===== src/verilog/rp_sys_bus_pkg.sv =====
//////////////////////////////////////////////////////////////////////
// System bus types: single-cycle strobes, ack one cycle later
// Address splits into 8 regions of 1 MB each, upper 9 bits ignored
//////////////////////////////////////////////////////////////////////

`default_nettype none

package rp_sys_bus_pkg;

  localparam int unsigned SYS_ADDR_W   = 32;  // Byte address
  localparam int unsigned SYS_DATA_W   = 32;
  localparam int unsigned SYS_OFFSET_W = 20;  // Offset inside a region
  localparam int unsigned SYS_REGION_N = 8;

  localparam int unsigned SYS_REGION_W = $clog2(SYS_REGION_N);
  localparam int unsigned SYS_PAD_W    = SYS_ADDR_W - SYS_REGION_W - SYS_OFFSET_W;

  localparam logic [SYS_REGION_W-1:0] REGION_HK = '0;  // Housekeeping

  // Decoded view of the address
  typedef struct packed {
    logic [SYS_PAD_W-1:0]    unused;
    logic [SYS_REGION_W-1:0] region;
    logic [SYS_OFFSET_W-1:0] offset;
  } rp_sys_addr_fields_t;

  // Same word, raw or split
  typedef union packed {
    logic [SYS_ADDR_W-1:0] raw;
    rp_sys_addr_fields_t   fld;
  } rp_sys_addr_u;

  // Master to target
  typedef struct packed {
    rp_sys_addr_u          addr;
    logic [SYS_DATA_W-1:0] wdata;
    logic                  wen;    // One cycle write strobe
    logic                  ren;    // One cycle read strobe
  } rp_sys_req_t;

  // Target to master
  typedef struct packed {
    logic [SYS_DATA_W-1:0] rdata;
    logic                  ack;    // One cycle after strobe
    logic                  err;
  } rp_sys_rsp_t;

endpackage

`default_nettype wire


===== src/verilog/rp_stream_pkg.sv =====
//////////////////////////////////////////////////////////////////////
// Two-channel ADC and DAC stream formats on adc_clk
// Raw ADC words are 16 bit wide and only the upper 14 bits carry data
//////////////////////////////////////////////////////////////////////

`default_nettype none

package rp_stream_pkg;

  localparam int unsigned ADC_RAW_W = 16;  // Converter bus width
  localparam int unsigned SAMPLE_W  = 14;  // Stream sample width

  // Two's complement stream sample
  typedef logic signed [SAMPLE_W-1:0] rp_sample_t;

  // Sample pair, channel A in the low half
  typedef struct packed {
    rp_sample_t ch_b;
    rp_sample_t ch_a;
  } rp_sample_pair_t;

  // Raw converter words, negative slope code
  typedef struct packed {
    logic [ADC_RAW_W-1:0] ch_b;
    logic [ADC_RAW_W-1:0] ch_a;
  } rp_adc_raw_pair_t;

  // Offset code for the DAC pins
  typedef struct packed {
    logic [SAMPLE_W-1:0] ch_b;
    logic [SAMPLE_W-1:0] ch_a;
  } rp_dac_code_pair_t;

endpackage

`default_nettype wire

===== src/verilog/rp_analog_top.sv =====
//////////////////////////////////////////////////////////////////////
// Analog glue top: ADC capture, DAC sum, housekeeping bus
// Single clock adc_clk; dac_rst_o follows the internal reset
//////////////////////////////////////////////////////////////////////

`timescale 1ns/1ns
`default_nettype none

module rp_analog_top import rp_stream_pkg::*, rp_sys_bus_pkg::*; #(
  parameter logic [SYS_DATA_W-1:0] HK_ID        = 32'h5250_0001,
  parameter int unsigned           UNLOCK_CNT_W = 32
)(
  input  logic              adc_clk,
  input  logic              reset_i,
  input  logic              pll_locked_i,
  // Streams
  input  rp_adc_raw_pair_t  adc_raw_i,     // ADC pins
  input  rp_sample_pair_t   asg_stream_i,  // Generator
  input  rp_sample_pair_t   pid_stream_i,  // Controller
  output rp_sample_pair_t   adc_stream_o,
  output rp_dac_code_pair_t dac_code_o,    // DAC pins
  output logic              dac_rst_o,
  output logic [7:0]        led_o,
  // System bus
  input  rp_sys_req_t       sys_req_i,
  output rp_sys_rsp_t       sys_rsp_o
);

  logic                    rst_int;       // Reset or PLL unlocked
  logic [UNLOCK_CNT_W-1:0] unlock_cnt;
  logic                    digital_loop;
  rp_sample_pair_t         dac_sum;       // Saturated sum, loopback source
  rp_sys_req_t             hk_req;
  rp_sys_rsp_t             hk_rsp;

  //////////////////////////////////////////////////////////////////////
  // PLL lock and reset
  //////////////////////////////////////////////////////////////////////

  rp_pll_monitor #(.UNLOCK_CNT_W (UNLOCK_CNT_W)) i_pll_mon (
    .adc_clk      (adc_clk),
    .reset_i      (reset_i),       // Counter clears on external reset only
    .pll_locked_i (pll_locked_i),
    .rst_int_o    (rst_int),
    .unlock_cnt_o (unlock_cnt)
  );

  assign dac_rst_o = rst_int;

  //////////////////////////////////////////////////////////////////////
  // ADC and DAC streams
  //////////////////////////////////////////////////////////////////////

  rp_adc_frontend i_adc (
    .adc_clk      (adc_clk),
    .reset_i      (rst_int),
    .adc_raw_i    (adc_raw_i),
    .loop_i       (digital_loop),
    .loop_dat_i   (dac_sum),
    .adc_stream_o (adc_stream_o)
  );

  rp_dac_backend i_dac (
    .adc_clk    (adc_clk),
    .reset_i    (rst_int),
    .asg_i      (asg_stream_i),
    .pid_i      (pid_stream_i),
    .dac_sum_o  (dac_sum),
    .dac_code_o (dac_code_o)
  );

  //////////////////////////////////////////////////////////////////////
  // System bus and housekeeping
  //////////////////////////////////////////////////////////////////////

  rp_sys_bus_decoder i_bus_dec (
    .adc_clk  (adc_clk),
    .reset_i  (rst_int),
    .req_i    (sys_req_i),
    .rsp_o    (sys_rsp_o),
    .hk_req_o (hk_req),
    .hk_rsp_i (hk_rsp)
  );

  rp_housekeeping #(
    .HK_ID        (HK_ID),
    .UNLOCK_CNT_W (UNLOCK_CNT_W)
  ) i_hk (
    .adc_clk        (adc_clk),
    .reset_i        (rst_int),
    .req_i          (hk_req),
    .rsp_o          (hk_rsp),
    .unlock_cnt_i   (unlock_cnt),
    .digital_loop_o (digital_loop),
    .led_o          (led_o)
  );

endmodule

`default_nettype wire


===== src/verilog/rp_housekeeping.sv =====
//////////////////////////////////////////////////////////////////////
// Housekeeping registers: ID, loopback enable, LEDs, unlock count
// Writes to read-only registers are dropped without error
// Unknown offsets ack with err set and rdata zero
//////////////////////////////////////////////////////////////////////

`timescale 1ns/1ns
`default_nettype none

module rp_housekeeping import rp_sys_bus_pkg::*; #(
  parameter logic [SYS_DATA_W-1:0] HK_ID        = '0,   // Identification word
  parameter int unsigned           UNLOCK_CNT_W = 32
)(
  input  logic                    adc_clk,
  input  logic                    reset_i,         // Internal reset
  input  rp_sys_req_t             req_i,           // Strobes already decoded
  output rp_sys_rsp_t             rsp_o,
  input  logic [UNLOCK_CNT_W-1:0] unlock_cnt_i,    // PLL unlock cycles
  output logic                    digital_loop_o,  // Loopback enable
  output logic [7:0]              led_o
);

  // Register map
  localparam logic [SYS_OFFSET_W-1:0] OFS_ID     = 'h00;
  localparam logic [SYS_OFFSET_W-1:0] OFS_LOOP   = 'h04;
  localparam logic [SYS_OFFSET_W-1:0] OFS_LED    = 'h30;
  localparam logic [SYS_OFFSET_W-1:0] OFS_UNLOCK = 'h38;

  logic [SYS_OFFSET_W-1:0] ofs;
  logic                    known;     // Offset is mapped
  logic [SYS_DATA_W-1:0]   rd_mux;
  logic                    ack_q;
  logic                    err_q;
  logic [SYS_DATA_W-1:0]   rdata_q;

  assign ofs = req_i.addr.fld.offset;

  //////////////////////////////////////////////////////////////////////
  // Read mux and offset check
  //////////////////////////////////////////////////////////////////////

  always_comb begin
    known  = 1'b1;
    rd_mux = '0;
    case (ofs)
      OFS_ID:     rd_mux = HK_ID;
      OFS_LOOP:   rd_mux = SYS_DATA_W'(digital_loop_o);
      OFS_LED:    rd_mux = SYS_DATA_W'(led_o);
      OFS_UNLOCK: rd_mux = SYS_DATA_W'(unlock_cnt_i);  // Zero extended or cut
      default:    known  = 1'b0;
    endcase
  end

  // Writable registers
  always_ff @(posedge adc_clk) begin
    if (reset_i) begin
      digital_loop_o <= 1'b0;
      led_o          <= '0;
    end else if (req_i.wen) begin
      case (ofs)
        OFS_LOOP: digital_loop_o <= req_i.wdata[0];
        OFS_LED:  led_o          <= req_i.wdata[7:0];
        default: ;  // ID and count are read only
      endcase
    end
  end

  // Ack and err one cycle after any strobe
  always_ff @(posedge adc_clk) begin
    if (reset_i) begin
      ack_q <= 1'b0;
      err_q <= 1'b0;
    end else begin
      ack_q <= req_i.wen | req_i.ren;
      err_q <= (req_i.wen | req_i.ren) & ~known;
    end
  end

  always_ff @(posedge adc_clk) begin
    if (req_i.ren) begin
      rdata_q <= rd_mux;  // Zero for unknown offsets
    end
  end

  assign rsp_o = '{rdata: rdata_q, ack: ack_q, err: err_q};

endmodule

`default_nettype wire


===== src/verilog/rp_sys_bus_decoder.sv =====
//////////////////////////////////////////////////////////////////////
// System bus region decoder, only region 0 has a target
// Other regions ack one cycle later with err set and rdata zero
// Assumes no second strobe before the ack of the first
//////////////////////////////////////////////////////////////////////

`timescale 1ns/1ns
`default_nettype none

module rp_sys_bus_decoder import rp_sys_bus_pkg::*; (
  input  logic        adc_clk,
  input  logic        reset_i,     // Internal reset
  input  rp_sys_req_t req_i,       // From master
  output rp_sys_rsp_t rsp_o,       // To master
  output rp_sys_req_t hk_req_o,    // To housekeeping
  input  rp_sys_rsp_t hk_rsp_i     // From housekeeping
);

  logic                    strobe;     // Any access this cycle
  logic                    hit_hk;     // Region 0 addressed
  logic [SYS_REGION_W-1:0] region_q;   // Region of the pending access
  logic                    err_ack_q;  // Ack for unmapped regions

  assign strobe = req_i.wen | req_i.ren;
  assign hit_hk = (req_i.addr.fld.region == REGION_HK);

  // Address and data pass through, strobes only on a hit
  always_comb begin
    hk_req_o     = req_i;
    hk_req_o.wen = req_i.wen & hit_hk;
    hk_req_o.ren = req_i.ren & hit_hk;
  end

  //////////////////////////////////////////////////////////////////////
  // Pending region and error answer
  //////////////////////////////////////////////////////////////////////

  always_ff @(posedge adc_clk) begin
    if (reset_i) begin
      region_q  <= REGION_HK;
      err_ack_q <= 1'b0;
    end else begin
      err_ack_q <= strobe & ~hit_hk;  // One cycle pulse
      if (strobe) begin
        region_q <= req_i.addr.fld.region;
      end
    end
  end

  // Response mux follows the remembered region
  always_comb begin
    if (region_q == REGION_HK) begin
      rsp_o = hk_rsp_i;
    end else begin
      rsp_o.rdata = '0;
      rsp_o.ack   = err_ack_q;
      rsp_o.err   = err_ack_q;  // Unmapped region
    end
  end

endmodule

`default_nettype wire


===== src/verilog/rp_dac_backend.sv =====
//////////////////////////////////////////////////////////////////////
// DAC sum of generator and controller streams, per channel
// Sum saturates to 14 bits; output code is registered once
//////////////////////////////////////////////////////////////////////

`timescale 1ns/1ns
`default_nettype none

module rp_dac_backend import rp_stream_pkg::*; (
  input  logic              adc_clk,
  input  logic              reset_i,      // Internal reset
  input  rp_sample_pair_t   asg_i,        // Generator stream
  input  rp_sample_pair_t   pid_i,        // Controller stream
  output rp_sample_pair_t   dac_sum_o,    // Saturated sum, no register
  output rp_dac_code_pair_t dac_code_o    // Offset code to pins
);

  // Add in 15 bits, clamp when the top two bits disagree
  function automatic rp_sample_t sat_sum(input rp_sample_t a, input rp_sample_t b);
    logic signed [SAMPLE_W:0] sum;
    sum = a + b;
    if (sum[SAMPLE_W] != sum[SAMPLE_W-1]) begin
      return rp_sample_t'({sum[SAMPLE_W], {(SAMPLE_W-1){~sum[SAMPLE_W]}}});
    end
    return sum[SAMPLE_W-1:0];
  endfunction

  // Two's complement to negative slope offset code
  function automatic logic [SAMPLE_W-1:0] twos_to_code(input rp_sample_t s);
    return {s[SAMPLE_W-1], ~s[SAMPLE_W-2:0]};
  endfunction

  always_comb begin
    dac_sum_o.ch_a = sat_sum(asg_i.ch_a, pid_i.ch_a);
    dac_sum_o.ch_b = sat_sum(asg_i.ch_b, pid_i.ch_b);
  end

  // Output register, both channels leave together
  always_ff @(posedge adc_clk) begin
    if (reset_i) begin
      dac_code_o <= '0;
    end else begin
      dac_code_o.ch_a <= twos_to_code(dac_sum_o.ch_a);
      dac_code_o.ch_b <= twos_to_code(dac_sum_o.ch_b);
    end
  end

endmodule

`default_nettype wire


===== src/verilog/rp_adc_frontend.sv =====
//////////////////////////////////////////////////////////////////////
// ADC capture, two register stages from pins to stream
// Loopback select is combinational after the second stage
//////////////////////////////////////////////////////////////////////

`timescale 1ns/1ns
`default_nettype none

module rp_adc_frontend import rp_stream_pkg::*; (
  input  logic             adc_clk,
  input  logic             reset_i,       // Internal reset
  input  rp_adc_raw_pair_t adc_raw_i,     // Raw converter words
  input  logic             loop_i,        // Digital loopback enable
  input  rp_sample_pair_t  loop_dat_i,    // DAC side saturated sum
  output rp_sample_pair_t  adc_stream_o
);

  logic [SAMPLE_W-1:0] raw_a_q;   // Stage 1, channel A
  logic [SAMPLE_W-1:0] raw_b_q;   // Stage 1, channel B
  rp_sample_pair_t     conv_q;    // Stage 2, two's complement

  // Negative slope code into two's complement
  function automatic rp_sample_t slope_to_twos(input logic [SAMPLE_W-1:0] code);
    return rp_sample_t'({code[SAMPLE_W-1], ~code[SAMPLE_W-2:0]});
  endfunction

  always_ff @(posedge adc_clk) begin
    if (reset_i) begin
      raw_a_q <= '0;
      raw_b_q <= '0;
      conv_q  <= '0;
    end else begin
      // Lowest 2 bits unused on a 14 bit converter
      raw_a_q     <= adc_raw_i.ch_a[ADC_RAW_W-1 -: SAMPLE_W];
      raw_b_q     <= adc_raw_i.ch_b[ADC_RAW_W-1 -: SAMPLE_W];
      conv_q.ch_a <= slope_to_twos(raw_a_q);
      conv_q.ch_b <= slope_to_twos(raw_b_q);
    end
  end

  // Loopback replaces both channels at once
  assign adc_stream_o = loop_i ? loop_dat_i : conv_q;

endmodule

`default_nettype wire


===== src/verilog/rp_pll_monitor.sv =====
//////////////////////////////////////////////////////////////////////
// Internal reset while the PLL is unlocked, plus unlock counter
// Counter is cleared by the external reset only and wraps
//////////////////////////////////////////////////////////////////////

`timescale 1ns/1ns
`default_nettype none

module rp_pll_monitor #(
  parameter int unsigned UNLOCK_CNT_W = 32
)(
  input  logic                    adc_clk,
  input  logic                    reset_i,       // External reset
  input  logic                    pll_locked_i,  // Lock level
  output logic                    rst_int_o,     // Internal reset, active high
  output logic [UNLOCK_CNT_W-1:0] unlock_cnt_o
);

  // Combined reset, one register
  always_ff @(posedge adc_clk) begin
    rst_int_o <= reset_i | ~pll_locked_i;
  end

  // Survives the lock reset, readable after relock
  always_ff @(posedge adc_clk) begin
    if (reset_i) begin
      unlock_cnt_o <= '0;
    end else if (!pll_locked_i) begin
      unlock_cnt_o <= unlock_cnt_o + 1'b1;
    end
  end

endmodule

`default_nettype wire


===== config.mk =====
export PLATFORM = sky130hd
export DESIGN_NAME = rp_analog_top
export DESIGN_NICKNAME = d
export VERILOG_FILES = /design/src/verilog/rp_sys_bus_pkg.sv /design/src/verilog/rp_stream_pkg.sv /design/src/verilog/rp_analog_top.sv /design/src/verilog/rp_housekeeping.sv /design/src/verilog/rp_sys_bus_decoder.sv /design/src/verilog/rp_dac_backend.sv /design/src/verilog/rp_adc_frontend.sv /design/src/verilog/rp_pll_monitor.sv
export SDC_FILE = /design/constraint.sdc
export NUM_CORES = 1
export LEC_CHECK = 0
export BUFFER_PORTS_ARGS = -buffer_cell sky130_fd_sc_hd__buf_2
export CORE_MARGIN = 2
export CORE_UTILIZATION = 40
export CTS_BUF_LIST = sky130_fd_sc_hd__clkbuf_8
export CTS_CLUSTER_SIZE = 28
export DETAILED_ROUTE_END_ITERATION = 8
export GPL_ROUTABILITY_DRIVEN = 0
export PLACE_DENSITY = 0.63
export SYNTH_ARGS = -nofsm -noshare
export SYNTH_HDL_FRONTEND = slang
export SYNTH_HIERARCHICAL = 1
export SYNTH_SLANG_ARGS = --single-unit

===== constraint.sdc =====
create_clock -name adc_clk -period 3.3 [get_ports adc_clk]
set_input_delay 0.33 -clock adc_clk [delete_from_list [all_inputs] [get_ports adc_clk]]
set_output_delay 0.33 -clock adc_clk [all_outputs]
set_load 0.005 [all_outputs]

---- After elaboration in Yosys (flattened, before gate mapping) ----
Index checks and enable logic that the tools add are counted.
word-level totals
  word-level logic and storage cells ...... 55
  input bits .............................. 157
  register bits after elaboration ......... 164
operators by class
  mux-type cells .......................... 10
  bitwise gates (word level) .............. 16
  equality and inequality tests ........... 5
  add/subtract/negate cells ............... 3
  reductions and logical operators ........ 6
operator list
  cell                     number
  $pmux W32 S4             1
  $mux W14                 4
  $not A13 Y13             4
  $eq A20 B6 Y1 const B    2
  $mux W34                 1
  $add A32 B1 Y32 const B  1
  $add A14 B14 Y15         2
  $mux W28                 1
  $eq A20 B3 Y1 const B    1
  $logic_not A20 Y1        1
  $logic_not A3 Y1         2
  $not A1 Y1               5
  $and A1 B1 Y1            4
  $reduce_and A2 Y1        2
  $reduce_or A4 Y1         1
  $mux W1                  3
  $or A1 B1 Y1             3
  $ne A1 B1 Y1             2

---- Longest topological paths before layout ----
Gate-level depths: netlist of the first run.
  word-level depth ........................ 5
  mapped depth ............................ 12

---- Cells and area by module ----
Netlist of the first run, hierarchy kept.
modules (own cells, without submodules)
  module              area each (µm²)  cells an instance  sequential area each (µm²)  instances
  rp_dac_backend      2,406.1          290                560.5                       1
  rp_adc_frontend     1,876.8          149                1,121.1                     1
  rp_housekeeping     1,818.0          134                1,181.1                     1
  rp_pll_monitor      1,574.0          177                660.6                       1
  rp_sys_bus_decoder  932.1            120                80.1                        1

---- Least setup slack after synthesis of the first run ----
Ideal clock, no wire load.
  path type ............................... input to output
  from .................................... input asg_stream_i[14] (netlist bit)
  to ...................................... output adc_stream_o[15] (netlist bit)
  data arrival time ....................... 2.428 ns
  stages .................................. 12
  buffers on the path ..................... 1
  path slack .............................. 0.542 ns
  path through ............................ ha_1 -> inv_1 -> fa_1 -> nor2b_1 -> o2111ai_1 -> a31oi_1 -> o211ai_1 -> a31oi_2 -> buf_4 -> nand2_1 -> a21oi_1 -> mux2_4
RTL lines
  element             line                 RTL
  start: declaration  rp_analog_top.sv:18  input rp_sample_pair_t asg_stream_i,
  end: declaration    rp_analog_top.sv:20  output rp_sample_pair_t adc_stream_o,

==> flow_summary_export.csv, run 1 <==
group,metric,value,unit
global_route,grt_pass1_wl,30000,um
placement,placedCellCount,1268,
clocking,clock-sinks,164,
detailed_routing,drt-wirelength-per-cell,14.6,um
clocking,cts_tree,"built",
placement,post-place-ws,0.131,ns
critical_path,critPathArrivalTime,2.82,ns
detailed_routing,routed-wl-met2,9200,um
floorplanning,die-area,22000,um^2
yosys,synth_area,8340,um^2
clocking,post_cts_resize_count,0,
sta,maxSlewHeadroom,0.495,
critical_path,worstSetupStartpointType,"input port",
floorplanning,die_h,148,um
yosys,yosysWarnings,6,
pwr,switchingPower,1.26,mW
detailed_routing,wl_met3,932,um
sta,finalHoldViolations,0,
floorplanning,start_util,0.409,
final_layout,drive_above_1_share,0.373,
min_path,hold_depth,2,
pwr,peakVddDrop,215,uV
sta,tns,0,ns
pwr,power_switching_share,0.286,
sta,period_needed,3.15,ns
detailed_routing,dr_total_vias,6463,
sta,setup_ws,0.149,ns
floorplanning,die_w,148,um
final_layout,final_cell_mix,"218 x buf_2, 130 x dfxtp_1, 69 x nor2_1, 58 x a21oi_1, 42 x nor2b_1",
clocking,cts_root_buffer,"clkbuf_8",
sta,tightest_slew,0.757,ns
sta,finalSetupViolations,0,
critical_path,cp-end-kind,"output pin",
detailed_routing,antenna_left,0,
yosys,syn-num-nets,1022,
min_path,min_path_type,"input port to register",
detailed_routing,viasPerCell,4.97,
pwr,power_density,449,nW/um^2
floorplanning,coreArea,20400,um^2
final_layout,layout_commonest_cell,"buf_2",
clocking,clkTransAtPathRegs,0.09,ns
global_route,grtUsageTotal,0.170,
final_layout,nets,1205,
detailed_routing,wirelength,18900,um
detailed_routing,drt-pass1-iter-count,4,
pwr,finalPower,4.40,mW
status,status,"finished clean",
sta,finalMaxSlewViolations,0,
floorplanning,rows,52,
yosys,syn_area_per_cell,10.0,um^2
global_route,grt_pass1_vias,6062,
clocking,numCtsBuffers,17,
detailed_routing,drt-met1-wl,8680,um
final_layout,final_util,0.481,
flow_run,drv_cap,0,
clocking,hold_buffers,0,
global_route,grt_antenna_before_repair,1,
clocking,htreeDepth,4,
global_route,gr-total-overflow,0,
sta,fin_crit_sh,0.955,
final_layout,finalNonFillerCells,1301,
pwr,pwr-share-clk,0.329,
pwr,p_comb_frac,0.183,
pwr,p_int,3.14,mW
detailed_routing,drtIter0Drc,267,
sta,fin_skew,0.0159,ns
sta,fmax,0.317,GHz
clocking,clk_latency,0.46,ns
pwr,pwr-share-seq,0.488,
detailed_routing,drc,0,
placement,place_hpwl,14100,um
yosys,syn_inst,834,
global_route,grt_max_degree,62,
final_layout,synthToLayoutAreaGrowth,17.5,%
placement,port_buffers,218,
critical_path,critPathKind,"input port to output pin",
detailed_routing,routed.top_layer,"met4",
critical_path,rr_worst_depth,4,
pwr,total_leakage_power,4.11,nW
clocking,clock_path_buffers,2,
critical_path,required,2.97,ns
critical_path,crit_fanout,3,
sta,rsz0062_at_grt,"no",
floorplanning,io_pins,256,
clocking,post_cts_buffers,0,
worst paths after layout:
path / from / endpoint / slack (ns)
setup / recovery: asg_stream_i[0] / adc_stream_o[8] / 0.15
hold / removal: adc_raw_i[21] / i_adc/raw_b_q[3] / 0.08
setup reg to reg: i_pll_mon/unlock_cnt_o[3] / i_pll_mon/unlock_cnt_o[30] / 1.18
hold reg to reg: i_adc/raw_b_q[7] / i_adc/conv_q[21] / 0.38
metal layers:
metal,up-vias,track usage
met5,-,0
met4,0,0.0429
met3,11,0.0362
met2,154,0.294
met1,2995,0.218
li1,3303,-
per-stage QoR:
stage	area (um^2)	hold WS (ns)
after floorplan	8340	0.368
after detailed placement	9390	0.371
final	9790	0.0838
after global routing	9790	0.0467
after global placement	9390	0.369
after CTS	9780	0.0422
registers in the layout, summed over array words and instances (netlist names):
register and count:
i_pll_mon/rst_int_o 1, i_bus_dec/err_ack_q 1, i_dac/dac_code_o 28, i_adc/raw_b_q 14, i_adc/conv_q 28, i_pll_mon/unlock_cnt_o 32
i_bus_dec/region_q 3, i_hk/digital_loop_o 1, i_hk/led_o 8, i_hk/err_q 1, i_adc/raw_a_q 14, i_hk/ack_q 1
i_hk/rdata_q 32
layout make-up:
type,instances,area (um^2)
Antenna cell,1,2.50
Clock buffer,18,248
Clock inverter,14,143
Fill cell,1980,10600
Inverter,20,75.1
Multi-Input combinational cell,585,4190
Sequential cell,164,3610
Tap cell,270,338
Timing Repair Buffer,229,1190
critical path, cell delays in order:
cell,delay [ns]
buf_2,0.08
ha_1,0.15
inv_1,0.05
fa_1,0.40
nor2b_1,0.17
o2111ai_1,0.21
a21boi_0,0.29
or3_1,0.15
o311ai_0,0.12
buf_4,0.17
maj3_2,0.32
mux2_4,0.25
buf_2,0.12
power groups by stage:
stage / logic [mW] / registers, mW / clock network, mW
after detailed placement: 0.803 / 2.19 / 0
after global placement: 0.797 / 2.19 / 0
after CTS: 0.808 / 2.15 / 1.50
after global routing: 0.893 / 2.16 / 1.58
after floorplan: 0.566 / 2.18 / 0
final: 0.803 / 2.15 / 1.45
(Power assumes the default switching activity.)
==> run 2, diff against run 1 <==
--- a/config.mk
+++ b/config.mk
@@ -5,7 +5,7 @@
 export SDC_FILE = /design/constraint.sdc
 export NUM_CORES = 1
 export LEC_CHECK = 0
-export BUFFER_PORTS_ARGS = -buffer_cell sky130_fd_sc_hd__buf_2
+export BUFFER_PORTS_ARGS = -buffer_cell sky130_fd_sc_hd__buf_4
 export CORE_MARGIN = 2
 export CORE_UTILIZATION = 40
 export CTS_BUF_LIST = sky130_fd_sc_hd__clkbuf_8
==> run 2 against run 1 <==
  * Wire length up 1.2%
  * Clock power up 8%
  * Combinational power increased by 12%
  * Sequential share of layout area down 2.1 points
  * Global-route usage increased by 0.37 points
  * Utilization increased by 2.9 points
  * Clock skew decreased by 0.0062 ns
  * Worst setup slack better by 0.014 ns
  * Design area grew 6.1%
  * Critical path type unchanged
==> flow_summary_export.csv, run 2 (synthesis results as in run 1) <==
group,metric,value,unit
final_layout,synthToLayoutAreaGrowth,24.6,%
critical_path,r2r_slack,1.15,ns
sta,finalHoldViolations,0,
critical_path,crit_chain,"buf_4, ha_1, inv_1, fa_1, nor2b_1, o2111ai_1, a31oi_2, o211ai_1, a22oi_1, buf_4, buf_4, nor2_4, o21ai_0, mux2_2, buf_4",
pwr,total_leakage_power,4.29,nW
detailed_routing,viasPerCell,4.97,
clocking,cts_tree,"built",
detailed_routing,dr_total_vias,6457,
sta,finalSetupViolations,0,
critical_path,rr_worst_depth,4,
critical_path,path_delay_family,"compound AO/OA/AOI/OAI gates",
floorplanning,start_util,0.409,
final_layout,final_cell_mix,"226 x buf_4, 130 x dfxtp_1, 69 x nor2_1, 57 x a21oi_1, 42 x nor2b_1",
final_layout,diodes,0,
sta,tightest_slew,0.953,ns
critical_path,required,2.97,ns
sta,maxSlewHeadroom,0.365,
critical_path,worstSetupStartpointType,"input port",
critical_path,critPathArrivalTime,2.81,ns
critical_path,cp-end-kind,"output pin",
min_path,hold_depth,2,
status,status,"finished clean",
floorplanning,coreArea,20400,um^2
final_layout,fill_cells,1868,
final_layout,reg.largest.list,"i_hk/rdata_q x32, i_pll_mon/unlock_cnt_o x32",
critical_path,cp_common_cell,"buf_4",
critical_path,rr_endpoint,"i_pll_mon/unlock_cnt_o[26]",
clocking,cts_root_buffer,"clkbuf_8",
critical_path,crit_fanout,10,
placement,post-place-ws,0.126,ns
floorplanning,die_h,148,um
critical_path,critPathMaxStageDelay,0.31,ns
global_route,grt_antenna_before_repair,0,
critical_path,endpoint,"adc_stream_o[0]",
floorplanning,die-area,22000,um^2
placement,port_buffers,218,
flow_run,drv_cap,0,
detailed_routing,wirelength,19200,um
detailed_routing,drt-pass1-iter-count,4,
pwr,finalPower,4.62,mW
global_route,grt_pass1_vias,5952,
detailed_routing,drt-wirelength-per-cell,14.8,um
clocking,clock_path_buffers,2,
clocking,clkTransAtPathRegs,0.09,ns
sta,setup_ws,0.163,ns
critical_path,crit_start,"asg_stream_i[0]",
sta,fin_hold_ws,0.0817,ns
detailed_routing,drc,0,
critical_path,critPathSlowestCell,"o2111ai_1",
clocking,clock-sinks,164,
min_path,min_path_type,"input port to register",
clocking,htreeDepth,4,
placement,placed_area,9910,um^2
critical_path,crit_cells,15,
global_route,grtUsageTotal,0.174,
final_layout,final_util,0.510,
final_layout,layout_commonest_cell,"buf_4",
critical_path,critPathKind,"input port to output pin",
sta,finalMaxSlewViolations,0,
critical_path,crit_buf_inv,5,
sta,period_needed,3.14,ns
critical_path,rr_startpoint,"i_pll_mon/unlock_cnt_o[3]",
detailed_routing,antenna_left,0,
final_layout,fin_area,10400,um^2
detailed_routing,drtIter0Drc,253,
clocking,numCtsBuffers,17,
sta,fin_skew,0.00969,ns
floorplanning,rows,52,
global_route,grt_max_degree,72,
global_route,grt_pass1_wl,30500,um
pwr,power_density,444,nW/um^2
sta,fmax,0.319,GHz
floorplanning,io_pins,256,
final_layout,drive_above_1_share,0.372,
pwr,peakVddDrop,233,uV
sta,fin_crit_sh,0.951,
floorplanning,die_w,148,um
clocking,clk_latency,0.46,ns
global_route,gr-total-overflow,0,
final_layout,nets,1204,
placement,place_hpwl,14200,um
clocking,hold_buffers,0,
[run 2: cell types whose count changed in the layout (fill, tap and decap cells not counted), sizes merged]
cell    change
buf         -1
bufinv      +2
clkbuf      +1
clkinv      -3
diode       -1
[run 2: stage by stage]
step	TNS, ns	instances
after floorplan	0	834
after global placement	0	1263
after detailed placement	0	1263
after CTS	0	1295
after global routing	-0.00147	1299
final	0	1299
[run 2: worst min-delay path by stage]
stage / start / to
2_1_floorplan: i_adc/raw_a_q[0] / i_adc/conv_q[0]
5_1_grt: adc_raw_i[8] / i_adc/raw_a_q[6]
4_1_cts: adc_raw_i[8] / i_adc/raw_a_q[6]
3_5_place_dp: i_adc/raw_a_q[10] / i_adc/conv_q[10]
6_report: adc_raw_i[10] / i_adc/raw_a_q[8]
3_3_place_gp: i_adc/raw_a_q[10] / i_adc/conv_q[10]
[run 2: layer usage]
metal | GRT usage | routed length, um | up-vias | part of all wire
met1 | 0.221 | 8620 | 2988 | 0.45
met5 | 0 | 0 | - | 0
met3 | 0.0417 | 1080 | 20 | 0.056
met4 | 0.0500 | 265 | 0 | 0.014
met2 | 0.295 | 9190 | 152 | 0.48
li1 | - | - | 3297 | -
[run 2: where the power goes]
part           leakage (nW)  internal [mW]  switching (mW)
clock                 0.217          0.803           0.770
sequential             1.33           2.11          0.0294
combinational          2.74          0.477           0.425
total                  4.29           3.39            1.23
[run 2: what timing repair did]
action / 4_1_cts / 5_1_grt
setup endpoints to repair: 0 / 8
buffers inserted: 0 / 4
gates resized for setup: 0 / 4
[run 2: final cells by class]
cell class	instances	area, um^2	share of cell area
multi-input cells	585	4200	0.404
flip-flops and latches	164	3610	0.347
repair buffers	228	1740	0.167
well taps	270	338	0.0325
clock buffers	19	262	0.0252
clock inverters	13	170	0.0164
inverters	20	75.1	0.00723
==> run 3, diff against run 2 <==
--- a/config.mk
+++ b/config.mk
@@ -12,7 +12,6 @@
 export CTS_CLUSTER_SIZE = 28
 export DETAILED_ROUTE_END_ITERATION = 8
 export GPL_ROUTABILITY_DRIVEN = 0
-export PLACE_DENSITY = 0.63
 export SYNTH_ARGS = -nofsm -noshare
 export SYNTH_HDL_FRONTEND = slang
 export SYNTH_HIERARCHICAL = 1
==> run 3 against run 2 <==
  * Clock power is 3% lower
  * Highest routed layer unchanged
  * Sequential power hardly changed
  * Design area fell by 0.46%
  * Wire length grew 1.6%
  * Critical path type unchanged
  * Final cell count is 0.15% lower
==> flow_summary_export.csv, run 3 (synthesis results as in run 1) <==
group,metric,value,unit
status,status,"finished clean",
global_route,grt_pass1_wl,30800,um
floorplanning,rows,52,
sta,period_needed,3.14,ns
global_route,grtUsageTotal,0.175,
critical_path,cp_common_cell,"buf_4",
final_layout,finalNonFillerCells,1297,
clocking,clock_path_buffers,2,
sta,finalMaxSlewViolations,0,
clocking,htreeDepth,4,
flow_run,drv_cap,0,
critical_path,required,2.97,ns
pwr,peakVddDrop,252,uV
global_route,grt_max_degree,71,
clocking,cts_root_buffer,"clkbuf_8",
sta,fin_crit_sh,0.952,
pwr,finalPower,4.56,mW
final_layout,seqCellArea,3610,um^2
detailed_routing,drtIter0Drc,240,
detailed_routing,drt-pass1-iter-count,5,
final_layout,reg.largest.list,"i_hk/rdata_q x32, i_pll_mon/unlock_cnt_o x32",
critical_path,critPathArrivalTime,2.81,ns
global_route,grt_pass1_vias,6093,
sta,fin_hold_ws,0.100,ns
min_path,min_path_type,"input port to register",
placement,post-place-ws,0.115,ns
final_layout,nets,1202,
clocking,clk_latency,0.44,ns
floorplanning,coreArea,20400,um^2
sta,rsz0062_at_grt,"yes",
critical_path,crit_fanout,15,
floorplanning,die_h,148,um
detailed_routing,wirelength,19500,um
detailed_routing,viasPerCell,4.97,
sta,fin_skew,0.0155,ns
sta,tightest_slew,0.953,ns
final_layout,drive_above_1_share,0.371,
detailed_routing,drt-wirelength-per-cell,15.0,um
pwr,power_density,441,nW/um^2
floorplanning,start_util,0.409,
placement,placedCellCount,1263,
clocking,cts_tree,"built",
pwr,total_leakage_power,4.27,nW
clocking,clkTransAtPathRegs,0.09,ns
clocking,numCtsBuffers,17,
final_layout,final_cell_mix,"225 x buf_4, 130 x dfxtp_1, 69 x nor2_1, 58 x a21oi_1, 42 x nor2b_1",
critical_path,cp-end-kind,"output pin",
clocking,hold_buffers,0,
placement,place_hpwl,14500,um
floorplanning,die-area,22000,um^2
final_layout,final_util,0.508,
final_layout,fill_cells,1962,
sta,maxSlewHeadroom,0.365,
global_route,grt_antenna_before_repair,0,
sta,fmax,0.318,GHz
sta,finalHoldViolations,0,
detailed_routing,drc,0,
detailed_routing,antenna_left,0,
placement,port_buffers,218,
sta,setup_ws,0.159,ns
floorplanning,die_w,148,um
clocking,clock-sinks,164,
floorplanning,io_pins,256,
critical_path,critPathMaxStageDelay,0.39,ns
critical_path,critPathSlowestCell,"fa_1",
final_layout,layout_commonest_cell,"buf_4",
sta,finalSetupViolations,0,
final_layout,diodes,0,
final_layout,multi_input_area,4200,um^2
global_route,gr-total-overflow,0,
critical_path,worstSetupStartpointType,"input port",
detailed_routing,dr_total_vias,6447,
final_layout,synthToLayoutAreaGrowth,24.0,%
critical_path,critPathKind,"input port to output pin",
critical_path,crit_chain,"buf_4, ha_1, inv_1, fa_1, nor2b_1, o2111ai_2, a31oi_1, o211ai_1, a31oi_2, buf_12, nand2_1, a21oi_1, mux2_4, buf_4",
[run 3: power breakdown]
group / internal (mW) / switching, mW
combinational: 0.473 / 0.421
clock: 0.757 / 0.766
sequential: 2.11 / 0.0378
[run 3: final cells by class]
cell class / count / area share
Multi-Input combinational cell: 585 / 0.406
Sequential cell: 164 / 0.349
Clock inverter: 15 / 0.0171
Timing Repair Buffer: 226 / 0.165
Clock buffer: 17 / 0.0226
Tap cell: 270 / 0.0327
Inverter: 20 / 0.00726
[run 3: layer usage]
layer / global-route usage / up-vias / share of wire
met5: 0 / - / 0
met4: 0.0410 / 0 / 0.012
met3: 0.0457 / 12 / 0.061
met2: 0.305 / 157 / 0.49
met1: 0.217 / 2978 / 0.44
li1: - / 3300 / -
[run 3: final timing paths]
path                                   from                    endpoint  slack, ns  cells past startpoint
setup reg to reg  i_pll_mon/unlock_cnt_o[3]  i_pll_mon/unlock_cnt_o[26]       1.18                      4
hold reg to reg            i_adc/raw_a_q[2]             i_adc/conv_q[2]       0.38                      1
setup / recovery           asg_stream_i[14]            adc_stream_o[15]       0.16                     14
hold / removal                 adc_raw_i[6]            i_adc/raw_a_q[4]       0.10                      2
[run 3: worst max-delay path, delay by kind of cell]
| kind | cells | cell delay, ns |
|---|---|---|
| AO/OA/AOI/OAI | 5 | 1.03 |
| adder cells (fa/ha/maj) | 2 | 0.56 |
| buffers and inverters | 4 | 0.44 |
| multiplexers | 1 | 0.16 |
| AND/OR/NAND/NOR | 2 | 0.28 |
[run 3: repair_timing]
item | 4_1_cts | 5_1_grt
endpoints found under the setup margin | 0 | 17
buffers inserted | 0 | 2
resized for setup | 0 | 5
[run 3: per-stage QoR]
| stage | setup TNS [ns] | cell area (um^2) |
|---|---|---|
| after detailed placement | 0 | 9900 |
| after global routing | -0.00792 | 10300 |
| after global placement | 0 | 9900 |
| final | 0 | 10300 |
| after CTS | 0 | 10300 |
| after floorplan | 0 | 8340 |
